[src/verilog/itf_macros.svh]
`ifndef ITF_MACROS_SVH
`define ITF_MACROS_SVH

// ----------------------------------------
// Off-chip link widths and depths
// ----------------------------------------

// Width of one data beat on the parallel port
`define ITF_PORT_WIDTH 32

// Config-ready lanes from the CCU
`define ITF_OPNUM 5

// Inbound FIFO address bits, depth is 2**AW
`define ITF_FIFO_AW 2

// CCU state field reported in the monitor word
`define ITF_CCU_MON_W 2

`endif
[src/verilog/itf_pkg.sv]
`default_nettype none

`include "itf_macros.svh"

package itf_pkg;

    // One beat on the data port
    typedef logic [`ITF_PORT_WIDTH-1:0] itf_dat_t;

    // Config-ready lanes
    typedef logic [`ITF_OPNUM-1:0] itf_cfg_rdy_t;

    // CCU state as reported by the core
    typedef logic [`ITF_CCU_MON_W-1:0] itf_ccu_mon_t;

    // Monitor word: link state, FIFO busy code, CCU state
    typedef logic [2+2+`ITF_CCU_MON_W-1:0] itf_mon_t;

    // Inbound FIFO entry, packed as {data, isa, last}
    typedef logic [`ITF_PORT_WIDTH+1:0] itf_in_entry_t;

    // Direction of the half-duplex link
    typedef enum logic [1:0] {
        LINK_IDLE    = 2'd0,
        LINK_IN2CHIP = 2'd1,
        LINK_OUT2OFF = 2'd2
    } link_state_e;

endpackage

`default_nettype wire

[src/verilog/itf_top.sv]
`default_nettype none

`include "itf_macros.svh"

module itf_top (
    input  wire                    OffClk,
    input  wire                    rst_n,
    // Off-chip port
    input  itf_pkg::itf_dat_t      off_dat_i,
    input  wire                    off_dat_vld_i,
    input  wire                    off_dat_last_i,
    input  wire                    off_isa_vld_i,
    input  wire                    off_dat_rdy_i,
    input  wire                    off_oe_i,
    input  wire                    byp_oe_i,
    output itf_pkg::itf_dat_t      off_dat_o,
    output logic                   off_dat_vld_o,
    output logic                   off_dat_last_o,
    output logic                   off_cmd_vld_o,
    output logic                   off_in_rdy_o,
    output logic                   off_dat_oe_o,
    output itf_pkg::itf_mon_t      mon_state_o,
    output itf_pkg::itf_cfg_rdy_t  cfg_rdy_o,
    // CCU
    input  itf_pkg::itf_cfg_rdy_t  ccu_cfg_rdy_i,
    input  itf_pkg::itf_ccu_mon_t  ccu_mon_state_i,
    output itf_pkg::itf_dat_t      ccu_dat_o,
    output logic                   ccu_dat_vld_o,
    output logic                   ccu_dat_last_o,
    input  wire                    ccu_dat_rdy_i,
    // GIC inbound
    output itf_pkg::itf_dat_t      gic_dat_o,
    output logic                   gic_dat_vld_o,
    output logic                   gic_dat_last_o,
    input  wire                    gic_dat_rdy_i,
    // GIC outbound
    input  itf_pkg::itf_dat_t      gic_dat_i,
    input  wire                    gic_dat_vld_i,
    input  wire                    gic_dat_last_i,
    input  wire                    gic_cmd_vld_i,
    output logic                   gic_dat_rdy_o,
    // MON
    input  itf_pkg::itf_dat_t      mon_dat_i,
    input  wire                    mon_dat_vld_i,
    input  wire                    mon_dat_last_i,
    output logic                   mon_dat_rdy_o
);

    // FIFO side
    itf_pkg::itf_in_entry_t fifo_din;
    itf_pkg::itf_in_entry_t fifo_dout;
    logic                   fifo_push;
    logic                   fifo_pop;
    logic                   fifo_not_empty;
    logic                   fifo_full;
    // Link controller to outbound mux
    logic                   out_active;
    logic                   out_req;
    logic                   out_last_fire;

    // Entry packing {data, isa, last}
    assign fifo_din = {off_dat_i, off_isa_vld_i, off_dat_last_i};

    // ----------------------------------------
    // Control
    // ----------------------------------------
    itf_link_ctrl i_link_ctrl (
        .OffClk           (OffClk),
        .rst_n            (rst_n),
        .off_dat_vld_i    (off_dat_vld_i),
        .off_dat_last_i   (off_dat_last_i),
        .fifo_full_i      (fifo_full),
        .fifo_not_empty_i (fifo_not_empty),
        .out_req_i        (out_req),
        .out_last_fire_i  (out_last_fire),
        .ccu_cfg_rdy_i    (ccu_cfg_rdy_i),
        .ccu_mon_state_i  (ccu_mon_state_i),
        .off_in_rdy_o     (off_in_rdy_o),
        .fifo_push_o      (fifo_push),
        .out_active_o     (out_active),
        .mon_state_o      (mon_state_o),
        .cfg_rdy_o        (cfg_rdy_o)
    );

    // ----------------------------------------
    // Inbound path
    // ----------------------------------------
    itf_in_fifo #(
        .ADDR_WIDTH (`ITF_FIFO_AW)
    ) i_in_fifo (
        .OffClk      (OffClk),
        .rst_n       (rst_n),
        .push_i      (fifo_push),
        .din_i       (fifo_din),
        .pop_i       (fifo_pop),
        .dout_o      (fifo_dout),
        .not_empty_o (fifo_not_empty),
        .full_o      (fifo_full)
    );

    itf_in_steer i_in_steer (
        .head_i         (fifo_dout),
        .head_vld_i     (fifo_not_empty),
        .ccu_dat_rdy_i  (ccu_dat_rdy_i),
        .gic_dat_rdy_i  (gic_dat_rdy_i),
        .pop_o          (fifo_pop),
        .ccu_dat_o      (ccu_dat_o),
        .ccu_dat_vld_o  (ccu_dat_vld_o),
        .ccu_dat_last_o (ccu_dat_last_o),
        .gic_dat_o      (gic_dat_o),
        .gic_dat_vld_o  (gic_dat_vld_o),
        .gic_dat_last_o (gic_dat_last_o)
    );

    // ----------------------------------------
    // Outbound path
    // ----------------------------------------
    itf_out_mux i_out_mux (
        .OffClk          (OffClk),
        .rst_n           (rst_n),
        .out_active_i    (out_active),
        .byp_oe_i        (byp_oe_i),
        .off_oe_i        (off_oe_i),
        .off_dat_rdy_i   (off_dat_rdy_i),
        .gic_dat_i       (gic_dat_i),
        .gic_dat_vld_i   (gic_dat_vld_i),
        .gic_dat_last_i  (gic_dat_last_i),
        .gic_cmd_vld_i   (gic_cmd_vld_i),
        .mon_dat_i       (mon_dat_i),
        .mon_dat_vld_i   (mon_dat_vld_i),
        .mon_dat_last_i  (mon_dat_last_i),
        .off_dat_o       (off_dat_o),
        .off_dat_vld_o   (off_dat_vld_o),
        .off_dat_last_o  (off_dat_last_o),
        .off_cmd_vld_o   (off_cmd_vld_o),
        .off_dat_oe_o    (off_dat_oe_o),
        .gic_dat_rdy_o   (gic_dat_rdy_o),
        .mon_dat_rdy_o   (mon_dat_rdy_o),
        .out_req_o       (out_req),
        .out_last_fire_o (out_last_fire)
    );

endmodule

`default_nettype wire

[src/verilog/itf_out_mux.sv]
`default_nettype none

module itf_out_mux (
    input  wire                OffClk,
    input  wire                rst_n,
    input  wire                out_active_i,
    input  wire                byp_oe_i,
    input  wire                off_oe_i,
    input  wire                off_dat_rdy_i,
    // GIC source
    input  itf_pkg::itf_dat_t  gic_dat_i,
    input  wire                gic_dat_vld_i,
    input  wire                gic_dat_last_i,
    input  wire                gic_cmd_vld_i,
    // MON source
    input  itf_pkg::itf_dat_t  mon_dat_i,
    input  wire                mon_dat_vld_i,
    input  wire                mon_dat_last_i,
    // Off-chip side
    output itf_pkg::itf_dat_t  off_dat_o,
    output logic               off_dat_vld_o,
    output logic               off_dat_last_o,
    output logic               off_cmd_vld_o,
    output logic               off_dat_oe_o,
    output logic               gic_dat_rdy_o,
    output logic               mon_dat_rdy_o,
    output logic               out_req_o,
    output logic               out_last_fire_o
);

    logic lock_q;
    logic grant_mon_q;
    logic sel_mon;
    logic fire;

    // ----------------------------------------
    // Arbitration
    // ----------------------------------------

    // MON first, held once a beat is on the port
    assign sel_mon = lock_q ? grant_mon_q : mon_dat_vld_i;

    always_ff @(posedge OffClk or negedge rst_n) begin
        if (!rst_n) begin
            lock_q      <= 1'b0;
            grant_mon_q <= 1'b0;
        end else begin
            if (!lock_q) begin
                grant_mon_q <= sel_mon;
            end
            if (out_last_fire_o) begin
                lock_q <= 1'b0;
            end else if (off_dat_vld_o) begin
                lock_q <= 1'b1;
            end
        end
    end

    // ----------------------------------------
    // Datapath, zero latency
    // ----------------------------------------

    assign off_dat_vld_o  = out_active_i & (sel_mon ? mon_dat_vld_i : gic_dat_vld_i);
    assign off_dat_o      = out_active_i ? (sel_mon ? mon_dat_i : gic_dat_i) : '0;
    assign off_dat_last_o = out_active_i & (sel_mon ? mon_dat_last_i : gic_dat_last_i);
    // Cmd flag only exists on GIC traffic
    assign off_cmd_vld_o  = out_active_i & ~sel_mon & gic_cmd_vld_i;

    // Host ready goes back to the granted source only
    assign mon_dat_rdy_o = out_active_i & sel_mon & off_dat_rdy_i;
    assign gic_dat_rdy_o = out_active_i & ~sel_mon & off_dat_rdy_i;

    assign fire            = off_dat_vld_o & off_dat_rdy_i;
    assign out_last_fire_o = fire & off_dat_last_o;
    assign out_req_o       = gic_dat_vld_i | mon_dat_vld_i;

    // Bypass hands the pad direction to the host
    assign off_dat_oe_o = byp_oe_i ? off_oe_i : off_dat_vld_o;

endmodule

`default_nettype wire

[src/verilog/itf_in_steer.sv]
`default_nettype none

module itf_in_steer (
    input  itf_pkg::itf_in_entry_t  head_i,
    input  wire                     head_vld_i,
    input  wire                     ccu_dat_rdy_i,
    input  wire                     gic_dat_rdy_i,
    output logic                    pop_o,
    // Instruction port
    output itf_pkg::itf_dat_t       ccu_dat_o,
    output logic                    ccu_dat_vld_o,
    output logic                    ccu_dat_last_o,
    // Global buffer port
    output itf_pkg::itf_dat_t       gic_dat_o,
    output logic                    gic_dat_vld_o,
    output logic                    gic_dat_last_o
);

    itf_pkg::itf_dat_t head_dat;
    logic              head_isa;
    logic              head_last;

    // ----------------------------------------
    // Entry fields
    // ----------------------------------------

    // Same packing as the push side, {data, isa, last}
    assign head_dat  = head_i[$bits(head_i)-1:2];
    assign head_isa  = head_i[1];
    assign head_last = head_i[0];

    // ----------------------------------------
    // Port select
    // ----------------------------------------

    // ISA beats feed the CCU
    assign ccu_dat_o      = head_isa ? head_dat : '0;
    assign ccu_dat_vld_o  = head_isa & head_vld_i;
    assign ccu_dat_last_o = head_isa & head_last;

    // Everything else to the global buffer
    assign gic_dat_o      = head_isa ? '0 : head_dat;
    assign gic_dat_vld_o  = ~head_isa & head_vld_i;
    assign gic_dat_last_o = ~head_isa & head_last;

    // Only the selected port can take the head
    assign pop_o = (ccu_dat_vld_o & ccu_dat_rdy_i) | (gic_dat_vld_o & gic_dat_rdy_i);

endmodule

`default_nettype wire

[src/verilog/itf_in_fifo.sv]
`default_nettype none

`include "itf_macros.svh"

module itf_in_fifo #(
    parameter int unsigned ADDR_WIDTH = `ITF_FIFO_AW
) (
    input  wire                     OffClk,
    input  wire                     rst_n,
    input  wire                     push_i,
    input  itf_pkg::itf_in_entry_t  din_i,
    input  wire                     pop_i,
    output itf_pkg::itf_in_entry_t  dout_o,
    output logic                    not_empty_o,
    output logic                    full_o
);

    localparam int unsigned DEPTH = 2 ** ADDR_WIDTH;
    localparam logic [ADDR_WIDTH:0] FULL_CNT = (ADDR_WIDTH + 1)'(DEPTH);

    itf_pkg::itf_in_entry_t mem [DEPTH];

    logic [ADDR_WIDTH-1:0] wr_ptr_q;
    logic [ADDR_WIDTH-1:0] rd_ptr_q;
    logic [ADDR_WIDTH:0]   count_q;
    logic                  do_push;
    logic                  do_pop;

    // ----------------------------------------
    // Flags and qualified strobes
    // ----------------------------------------

    assign not_empty_o = (count_q != '0);
    assign full_o      = (count_q == FULL_CNT);

    // Push on full and pop on empty are dropped
    assign do_push = push_i & ~full_o;
    assign do_pop  = pop_i & not_empty_o;

    // Head is visible without a read strobe
    assign dout_o = mem[rd_ptr_q];

    // ----------------------------------------
    // Storage
    // ----------------------------------------

    always_ff @(posedge OffClk) begin
        if (do_push) begin
            mem[wr_ptr_q] <= din_i;
        end
    end

    // Pointers wrap on their own, depth is a power of two
    always_ff @(posedge OffClk or negedge rst_n) begin
        if (!rst_n) begin
            wr_ptr_q <= '0;
            rd_ptr_q <= '0;
        end else begin
            if (do_push) begin
                wr_ptr_q <= wr_ptr_q + 1'b1;
            end
            if (do_pop) begin
                rd_ptr_q <= rd_ptr_q + 1'b1;
            end
        end
    end

    // Occupancy, unchanged on simultaneous push and pop
    always_ff @(posedge OffClk or negedge rst_n) begin
        if (!rst_n) begin
            count_q <= '0;
        end else begin
            case ({do_push, do_pop})
                2'b10:   count_q <= count_q + 1'b1;
                2'b01:   count_q <= count_q - 1'b1;
                default: count_q <= count_q;
            endcase
        end
    end

endmodule

`default_nettype wire

[src/verilog/itf_link_ctrl.sv]
`default_nettype none

module itf_link_ctrl (
    input  wire                    OffClk,
    input  wire                    rst_n,
    // Inbound handshake from the host
    input  wire                    off_dat_vld_i,
    input  wire                    off_dat_last_i,
    // Inbound FIFO status
    input  wire                    fifo_full_i,
    input  wire                    fifo_not_empty_i,
    // Outbound side
    input  wire                    out_req_i,
    input  wire                    out_last_fire_i,
    // CCU status
    input  itf_pkg::itf_cfg_rdy_t  ccu_cfg_rdy_i,
    input  itf_pkg::itf_ccu_mon_t  ccu_mon_state_i,
    output logic                   off_in_rdy_o,
    output logic                   fifo_push_o,
    output logic                   out_active_o,
    output itf_pkg::itf_mon_t      mon_state_o,
    output itf_pkg::itf_cfg_rdy_t  cfg_rdy_o
);

    itf_pkg::link_state_e state_q;
    itf_pkg::link_state_e state_d;
    logic                 in_last_fire;
    logic [1:0]           fifo_busy;

    // ----------------------------------------
    // Direction FSM
    // ----------------------------------------

    // Inbound packet ends when its last beat is taken
    assign in_last_fire = off_dat_vld_i & off_in_rdy_o & off_dat_last_i;

    always_comb begin
        state_d = state_q;
        case (state_q)
            itf_pkg::LINK_IDLE: begin
                // Host wins over outbound sources
                if (off_dat_vld_i) begin
                    state_d = itf_pkg::LINK_IN2CHIP;
                end else if (out_req_i) begin
                    state_d = itf_pkg::LINK_OUT2OFF;
                end
            end
            itf_pkg::LINK_IN2CHIP: begin
                if (in_last_fire) begin
                    state_d = itf_pkg::LINK_IDLE;
                end
            end
            itf_pkg::LINK_OUT2OFF: begin
                if (out_last_fire_i) begin
                    state_d = itf_pkg::LINK_IDLE;
                end
            end
            default: begin
                state_d = itf_pkg::LINK_IDLE;
            end
        endcase
    end

    always_ff @(posedge OffClk or negedge rst_n) begin
        if (!rst_n) begin
            state_q <= itf_pkg::LINK_IDLE;
        end else begin
            state_q <= state_d;
        end
    end

    // Accept only while inbound and room left
    assign off_in_rdy_o = (state_q == itf_pkg::LINK_IN2CHIP) & ~fifo_full_i;
    assign fifo_push_o  = off_dat_vld_i & off_in_rdy_o;
    assign out_active_o = (state_q == itf_pkg::LINK_OUT2OFF);

    // ----------------------------------------
    // Status registers
    // ----------------------------------------

    // Code 1 while the FIFO still drains
    assign fifo_busy = {1'b0, fifo_not_empty_i};

    always_ff @(posedge OffClk or negedge rst_n) begin
        if (!rst_n) begin
            mon_state_o <= '0;
            cfg_rdy_o   <= '0;
        end else begin
            mon_state_o <= {state_q, fifo_busy, ccu_mon_state_i};
            cfg_rdy_o   <= ccu_cfg_rdy_i;
        end
    end

endmodule

`default_nettype wire

[config.mk]
export PLATFORM = sky130hd
export DESIGN_NAME = itf_top
export DESIGN_NICKNAME = d
export VERILOG_FILES = /design/src/verilog/itf_pkg.sv /design/src/verilog/itf_top.sv /design/src/verilog/itf_out_mux.sv /design/src/verilog/itf_in_steer.sv /design/src/verilog/itf_in_fifo.sv /design/src/verilog/itf_link_ctrl.sv
export VERILOG_INCLUDE_DIRS = /design/src /design/src/verilog
export SDC_FILE = /design/constraint.sdc
export NUM_CORES = 1
export LEC_CHECK = 0
export ABC_CLOCK_PERIOD_IN_PS = 4000
export BUFFER_PORTS_ARGS = -buffer_cell sky130_fd_sc_hd__buf_2
export CORE_MARGIN = 10
export CORE_UTILIZATION = 29
export CTS_CLUSTER_SIZE = 14
export DETAILED_ROUTE_END_ITERATION = 10
export GPL_ROUTABILITY_DRIVEN = 0
export HOLD_SLACK_MARGIN = 0.12
export SLEW_MARGIN = 0
export SYNTH_ARGS = -nofsm -noshare
export SYNTH_HDL_FRONTEND = slang
export SYNTH_HIERARCHICAL = 1
export SYNTH_SLANG_ARGS = --single-unit
[constraint.sdc]
create_clock -name OffClk -period 4 [get_ports OffClk]
set_clock_uncertainty 0.2 [all_clocks]
set_input_delay 0.4 -clock OffClk [delete_from_list [all_inputs] [get_ports OffClk]]
set_output_delay 0.4 -clock OffClk [all_outputs]
set_load 0.02 [all_outputs]
==> impl_results.md, run 1 <==
* Run status: complete, no violations
* F_max at between 0.3 and 0.4 GHz
* Worst skew pair latency at 0.42 ns
* Via count at about 4500
* Routed wire length per instance at ~18 µm
* CTS tree: done
* Tot GR Track Use at between 10% and 20%
* Antenna violations before repair at 0
* CP startpoint kind: register
* Vias per cell at approximately 4.3
* DRT iter0 DRCs at roughly 120
* EDFF count, synth at approximately 140
* Area leader, netlist: edfxtp_1
* Unique masters post-synth at 40
* First-pass GRT wire length at 28100 µm
* Hold Startpoint: off_dat_rdy_i
* Crit path kind: register to output pin
* DRT Pass-1 Iters at 4
* Max incr delay on CP at 0.44 ns
* Syn Area/Cell at ~16 µm²
* Post-DP HPWL at roughly 13000 µm
* Largest net degree at the start of global routing at slightly below 70
* # DRC at 0
* Inserted Clock Buffers at 17
* Leakage at between 3 and 4 nW
* # diodes at 0
* Register bit total from synthesis at between 150 and 200
* Final Non-Filler Cells at roughly 1000
* Ratio of cells with drive above 1 in the final layout at approximately 43%
* FF-to-FF Start: i_in_fifo/rd_ptr_q[0]
* Setup TNS at 0 ns
* PwrDens at 724 nW/µm²
* Final WL at approximately 18000 µm
* Nets at 840
* Final Hold Viols at 0
* Slew @ Worst Pin at approximately 0.97 ns
* Max Slew Vio Count at 0
* P&R area growth vs syn at 35.5%
* CP max stage cell: dfrtp_1
* CP Max Fanout at 36
* Die area at a little over 30000 µm²
* Clock root cell: clkbuf_16
* Die X-Extent at roughly 170 µm
* Yosys warnings at 6
* RSZ-0062 raised after global routing: false
* Sequential fraction of the synthesis area at 66.2%
* Hold/Removal Path Class: input port to register
* Period utilization at between 70% and 80%
* Worst IR drop on VDD at 0.000377 V
* Vias in the first global route at ~5100
* WP data arrival at approximately 2.4 ns
* Tmin final at between 2 and 3 ns
* Post-CTS Setup Bufs at 0
* Top-area cell type share of the netlist area at slightly below 60%
* Mapped cell area at approximately 7000 µm²
* I/O pins at between 200 and 250
* Tot Pwr at between 6 and 7 mW
* CP Launch Point: i_out_mux/lock_q
* WHS at 0.148 ns
* Die Ht at around 170 µm
* Placed cells at a little under 1000
* Clock transition at path regs at ~0.070 ns
* CP cell instances: mux2i_4 -> buf_4 -> inv_4 -> nand2_1 -> a21boi_0 -> buf_2
* I/O Buffers at ~230
* Commonest cells post-synth: edfxtp_1, nand2_1, and2_1
* Core Rows at 56
* Syn Nets at around 560
* Count leader, synth: edfxtp_1
* Relative slew slack at a little over a third
* Crit end category: output pin
* Initial cell density of the core at 29.6%
* Clock Tree Buf Depth at 2
* Remaining Overflow, GRT at 0
* Syn Inst Count at 440
* Post-synth top flop: edfxtp_1
* Core area at between 20000 and 25000 µm²
* Htree depth at 4
* Ranking of synthesized cells by area: edfxtp_1, mux4_2, dfrtp_1
* Post_cts resized at 0
* CTS Sinks at 157
* MaxCap Viol Count at 0
* Setup violators final at 0
* Async set or reset register ratio after synthesis at 13.4%
* Critical Path RT at about 3.4 ns
* Antenna viol nets, final at 0
==> per-layer routing <==
layer  vias up  GRT usage (%)  wire length (µm)
li1       2168              -                 -
met1      2129           12.3              7000
met2       216           20.4              9090
met3        16           6.68              2040
met4         0           3.32               338
met5         -              0                 0
==> power breakdown <==
group | internal, mW | switching, mW | total (mW)
registers | 2.06 | 0.102 | 2.16
logic | 1.20 | 1.86 | 3.06
clock network | 0.851 | 0.760 | 1.61
==> state kept, by name (all words and copies together) (netlist names) <==
| name | cells |
|---|---|
| i_in_fifo/count_q | 3 |
| i_in_fifo/mem | 136 |
| i_in_fifo/rd_ptr_q | 2 |
| i_in_fifo/wr_ptr_q | 2 |
| i_link_ctrl/cfg_rdy_o | 5 |
| i_link_ctrl/mon_state_o | 5 |
| i_link_ctrl/state_q | 2 |
| i_out_mux/grant_mon_q | 1 |
| i_out_mux/lock_q | 1 |
==> metrics by stage <==
stage / util, % / instance area, µm² / worst slack [ns]
after floorplan: - / 6960 / 0.963
after global placement: 35.6 / 8390 / 1.35
after detailed placement: 35.6 / 8390 / 1.31
after CTS: 40.1 / 9440 / 0.959
after global routing: 40.1 / 9440 / 0.850
final: 40.1 / 9440 / 1.03
==> worst paths after layout <==
path / to / slack [ns] / cells past startpoint
hold reg to reg: i_link_ctrl/mon_state_o[5] / 0.28 / 0
hold / removal: i_out_mux/lock_q / 0.15 / 3
max in group asynchronous: i_in_fifo/rd_ptr_q[0] / 2.92 / 2
setup / recovery: off_dat_o[1] / 1.03 / 6
min in group asynchronous: i_in_fifo/rd_ptr_q[1] / 0.29 / 2
setup reg to reg: i_in_fifo/count_q[2] / 1.34 / 10
==> cell type report <==
cell class | instances | area (µm²)
clock inverters | 15 | 191
repair buffers | 283 | 1650
fillers | 2228 | 14100
well taps | 319 | 399
flip-flops and latches | 157 | 4610
multi-input cells | 250 | 2130
inverters | 7 | 28.8
clock buffers | 17 | 425
==> worst max-delay path, delay by kind of cell, from the launching register on <==
family,cells,cell delay [ns]
DFF,1,0.44
and+or+nand+nor,1,0.09
buffers and inverters,3,0.81
AOI/OAI and AO/OA,1,0.39
muxes,1,0.20
==> timing repair <==
action / in CTS / in global routing
hold endpoints to repair: 166 / 0
hold buffers: 43 / 0
endpoints found under the setup margin: 0 / 0
==> logic make-up (layout without fill, tap and decap cells) <==
group	count (synthesis)	in the layout	synth area share, %
other cells	1	1	0.0538
compound gates	38	38	4.19
xor+xnor	6	6	0.755
fa+ha+maj	6	6	1.19
mux	40	40	12.4
buf+inv	33	322	3.27
flops	157	157	66.2
simple gates	159	159	12.0
==> cells in the final DEF, fill, tap and decap left out, types with 3 or more instances in the layout <==
| cell type | count |
|---|---|
| inv_1 | 6 |
| dlygate4sd3_1 | 43 |
| dfrtp_1 | 19 |
| inv_8 | 3 |
| nand2_1 | 68 |
| a21boi_0 | 16 |
| buf_2 | 234 |
| xor2_1 | 3 |
| and2_1 | 36 |
| and2_2 | 4 |
| buf_4 | 6 |
| a21boi_1 | 17 |
| clkinv_8 | 6 |
| xnor2_1 | 3 |
| clkbuf_16 | 17 |
| mux2i_1 | 3 |
| mux4_1 | 6 |
| nor2_1 | 4 |
| ha_1 | 5 |
| clkinv_4 | 4 |
| nor2b_1 | 35 |
| mux4_2 | 28 |
| edfxtp_1 | 136 |
(Power assumes the default switching activity.)
==> inputs of run 2 (changes only) <==
--- a/config.mk
+++ b/config.mk
@@ -6,7 +6,7 @@
 export SDC_FILE = /design/constraint.sdc
 export NUM_CORES = 1
 export LEC_CHECK = 0
-export ABC_CLOCK_PERIOD_IN_PS = 4000
+export ABC_CLOCK_PERIOD_IN_PS = 3000
 export BUFFER_PORTS_ARGS = -buffer_cell sky130_fd_sc_hd__buf_2
 export CORE_MARGIN = 10
 export CORE_UTILIZATION = 29
==> constraint.sdc (replaced) <==
create_clock -name OffClk -period 3 [get_ports OffClk]
set_clock_uncertainty 0.2 [all_clocks]
set_input_delay 0.3 -clock OffClk [delete_from_list [all_inputs] [get_ports OffClk]]
set_output_delay 0.3 -clock OffClk [all_outputs]
set_load 0.02 [all_outputs]
==> run 2 against run 1 <==
Sequential power rose by 33%. Total power rose by 32%. First-iteration DRC count rose by 64%. Worst setup slack got worse by 0.74 ns. Sequential cell count unchanged. Cell count up 0.57%. Critical path depth shrank 2. Critical path type unchanged. Largest power group unchanged.
==> impl_results.md, run 2 (same netlist as run 1, synthesis figures left out) <==
* Die Ht at 175 µm (unchanged)
* CP cell instances: buf_6 -> mux4_1 -> nor2b_1 -> buf_2
* Crit path kind: register to output pin
* # diodes at 0 (unchanged)
* CP startpoint kind: register
* P&R area growth vs syn at 36.4%
* Die X-Extent at 175 µm (unchanged)
* DRT iter0 DRCs at 203 (+64%)
* Commonest cells after routing, fill and taps aside: buf_2, edfxtp_1, nand2_1
* CP Max Fanout at 35 (-2.8%)
* MaxCap Viol Count at 0 (unchanged)
* Crit end category: output pin
* Crit-path leading delay family: multiplexers
* Htree depth at 4 (unchanged)
* Buffer and inverter count on the worst path at 2 (-1)
* CP max stage cell: mux4_1
* Vias per cell at 4.38 (+1.5%)
* Largest regs: i_in_fifo/mem: 136 flops, i_link_ctrl/cfg_rdy_o: 5 flops, i_link_ctrl/mon_state_o: 5 flops
* Core Rows at 56 (unchanged)
* Routed wire length per instance at 17.5 µm (-0.62%)
* PwrDens at 951 nW/µm² (+31%)
* CTS Sinks at 157 (unchanged)
* Clock Tree Buf Depth at 2 (unchanged)
* Remaining Overflow, GRT at 0 (unchanged)
* WHS at 0.180 ns (+0.0324 ns)
* Nets at 847 (+0.83%)
* Setup TNS at 0 ns (unchanged)
* FF-to-FF setup slack at 0.31 ns (-1.03 ns)
* Critical Path RT at 2.50 ns (-0.90 ns)
* Tmin final at around 2.7 ns
* Inserted Clock Buffers at 17 (unchanged)
* First-pass GRT wire length at 29200 µm (+4.0%)
* Initial cell density of the core at 29.6% (unchanged)
* Final WL at 18500 µm (about the same)
* Setup violators final at 0 (unchanged)
* DRT Pass-1 Iters at 4 (unchanged)
* Max Slew Vio Count at 0 (unchanged)
* # DRC at 0 (unchanged)
* Final Hold Viols at 0 (unchanged)
* Final Util at 40.4% (+0.27 points)
* Largest net degree at the start of global routing at 69 (unchanged)
* F_max at 0.368 GHz
* Setup ws final at 0.282 ns (-0.745 ns)
* Clock root cell: clkbuf_16
* Area of the multi-input gates at 2130 µm² (unchanged)
* Antenna viol nets, final at 0 (unchanged)
* Antenna violations before repair at 0 (unchanged)
* RSZ-0062 raised after global routing: false
* Commonest non-fill, non-tap cell in the layout: buf_2
* FF/Latch Area at 4610 µm² (unchanged)
* Tot Pwr at 9.04 mW (+32%)
* Via count at 4621 (+2.0%)
* Vias in the first global route at 5181 (+1.9%)
* Clock transition at path regs at 0.07 ns (about the same)
* WP data arrival at 2.22 ns (-0.15 ns)
* Slew @ Worst Pin at 0.560 ns (-0.411 ns)
* CTS tree: done
* Run status: complete, no violations
* Fill cells at 2204 (-1.1%)
* Max incr delay on CP at 0.66 ns (+0.22 ns)
* Largest register FFs at 136 (unchanged)
* Biggest register: i_in_fifo/mem
* I/O Buffers at 234 (unchanged)
* Leakage at 3.87 nW (+0.79%)
* Die area at 30600 µm² (unchanged)
* Placement Setup Slack at 0.318 ns (-0.990 ns)
* Ratio of cells with drive above 1 in the final layout at 42.9% (-0.22 points)
* Tot GR Track Use at 12.2% (+0.26 points)
* Relative slew slack at 62.7% (+27 points)
* Worst IR drop on VDD at 0.000483 V (+28%)
* Core area at 23500 µm² (unchanged)
* Post-DP HPWL at 13300 µm (+0.93%)
* Worst skew pair latency at 0.43 ns (about the same)
* Period utilization at around nine tenths
* Hold/Removal Path Class: input port to async pin
* I/O pins at 236 (unchanged)
[run 2: routing by layer]
metal	routed length, µm	GRT usage (%)	vias up
li1	-	-	2181
met1	7260	13.1	2204
met2	8990	20.7	220
met3	1890	5.97	16
met4	320	3.85	0
met5	0	0	-
[run 2: metrics by stage]
| stage | instance area, µm² | std cells |
|---|---|---|
| finish | 9500 | 1054 |
| global route | 9500 | 1054 |
| CTS | 9500 | 1054 |
| detailed placement | 8460 | 976 |
| global placement | 8460 | 976 |
| floorplan | 6970 | 440 |
[run 2: final timing paths]
path | to | cells after the start | startpoint
setup / recovery | gic_dat_o[24] | 4 | i_in_fifo/rd_ptr_q[0]
hold / removal | i_link_ctrl/mon_state_o[5] | 2 | rst_n
setup reg to reg | i_in_fifo/count_q[2] | 10 | i_in_fifo/rd_ptr_q[0]
hold reg to reg | i_link_ctrl/mon_state_o[5] | 0 | i_link_ctrl/state_q[1]
max in group asynchronous | i_in_fifo/rd_ptr_q[1] | 2 | rst_n
min in group OffClk | i_out_mux/lock_q | 3 | mon_dat_vld_i
[run 2: repair_timing]
item | CTS | global route
resized for setup | 0 | 1
setup endpoints to repair | 0 | 11
hold buffers | 47 | 0
endpoints found under the hold margin | 167 | 0
setup buffers | 0 | 0
[run 2: area by class of cell]
class | count | area share (%)
Clock buffer | 17 | 4.48
Sequential cell | 157 | 48.5
Inverter | 7 | 0.303
Multi-Input combinational cell | 250 | 22.5
Tap cell | 319 | 4.20
Clock inverter | 14 | 1.45
Timing Repair Buffer | 290 | 18.6
[run 2: power by group]
group / total [mW] / leakage [nW] / internal (mW) / switching (mW)
Sequential: 2.88 / 1.47 / 2.74 / 0.135
Clock: 2.05 / 0.277 / 1.16 / 0.897
Combinational: 4.11 / 2.12 / 1.64 / 2.46
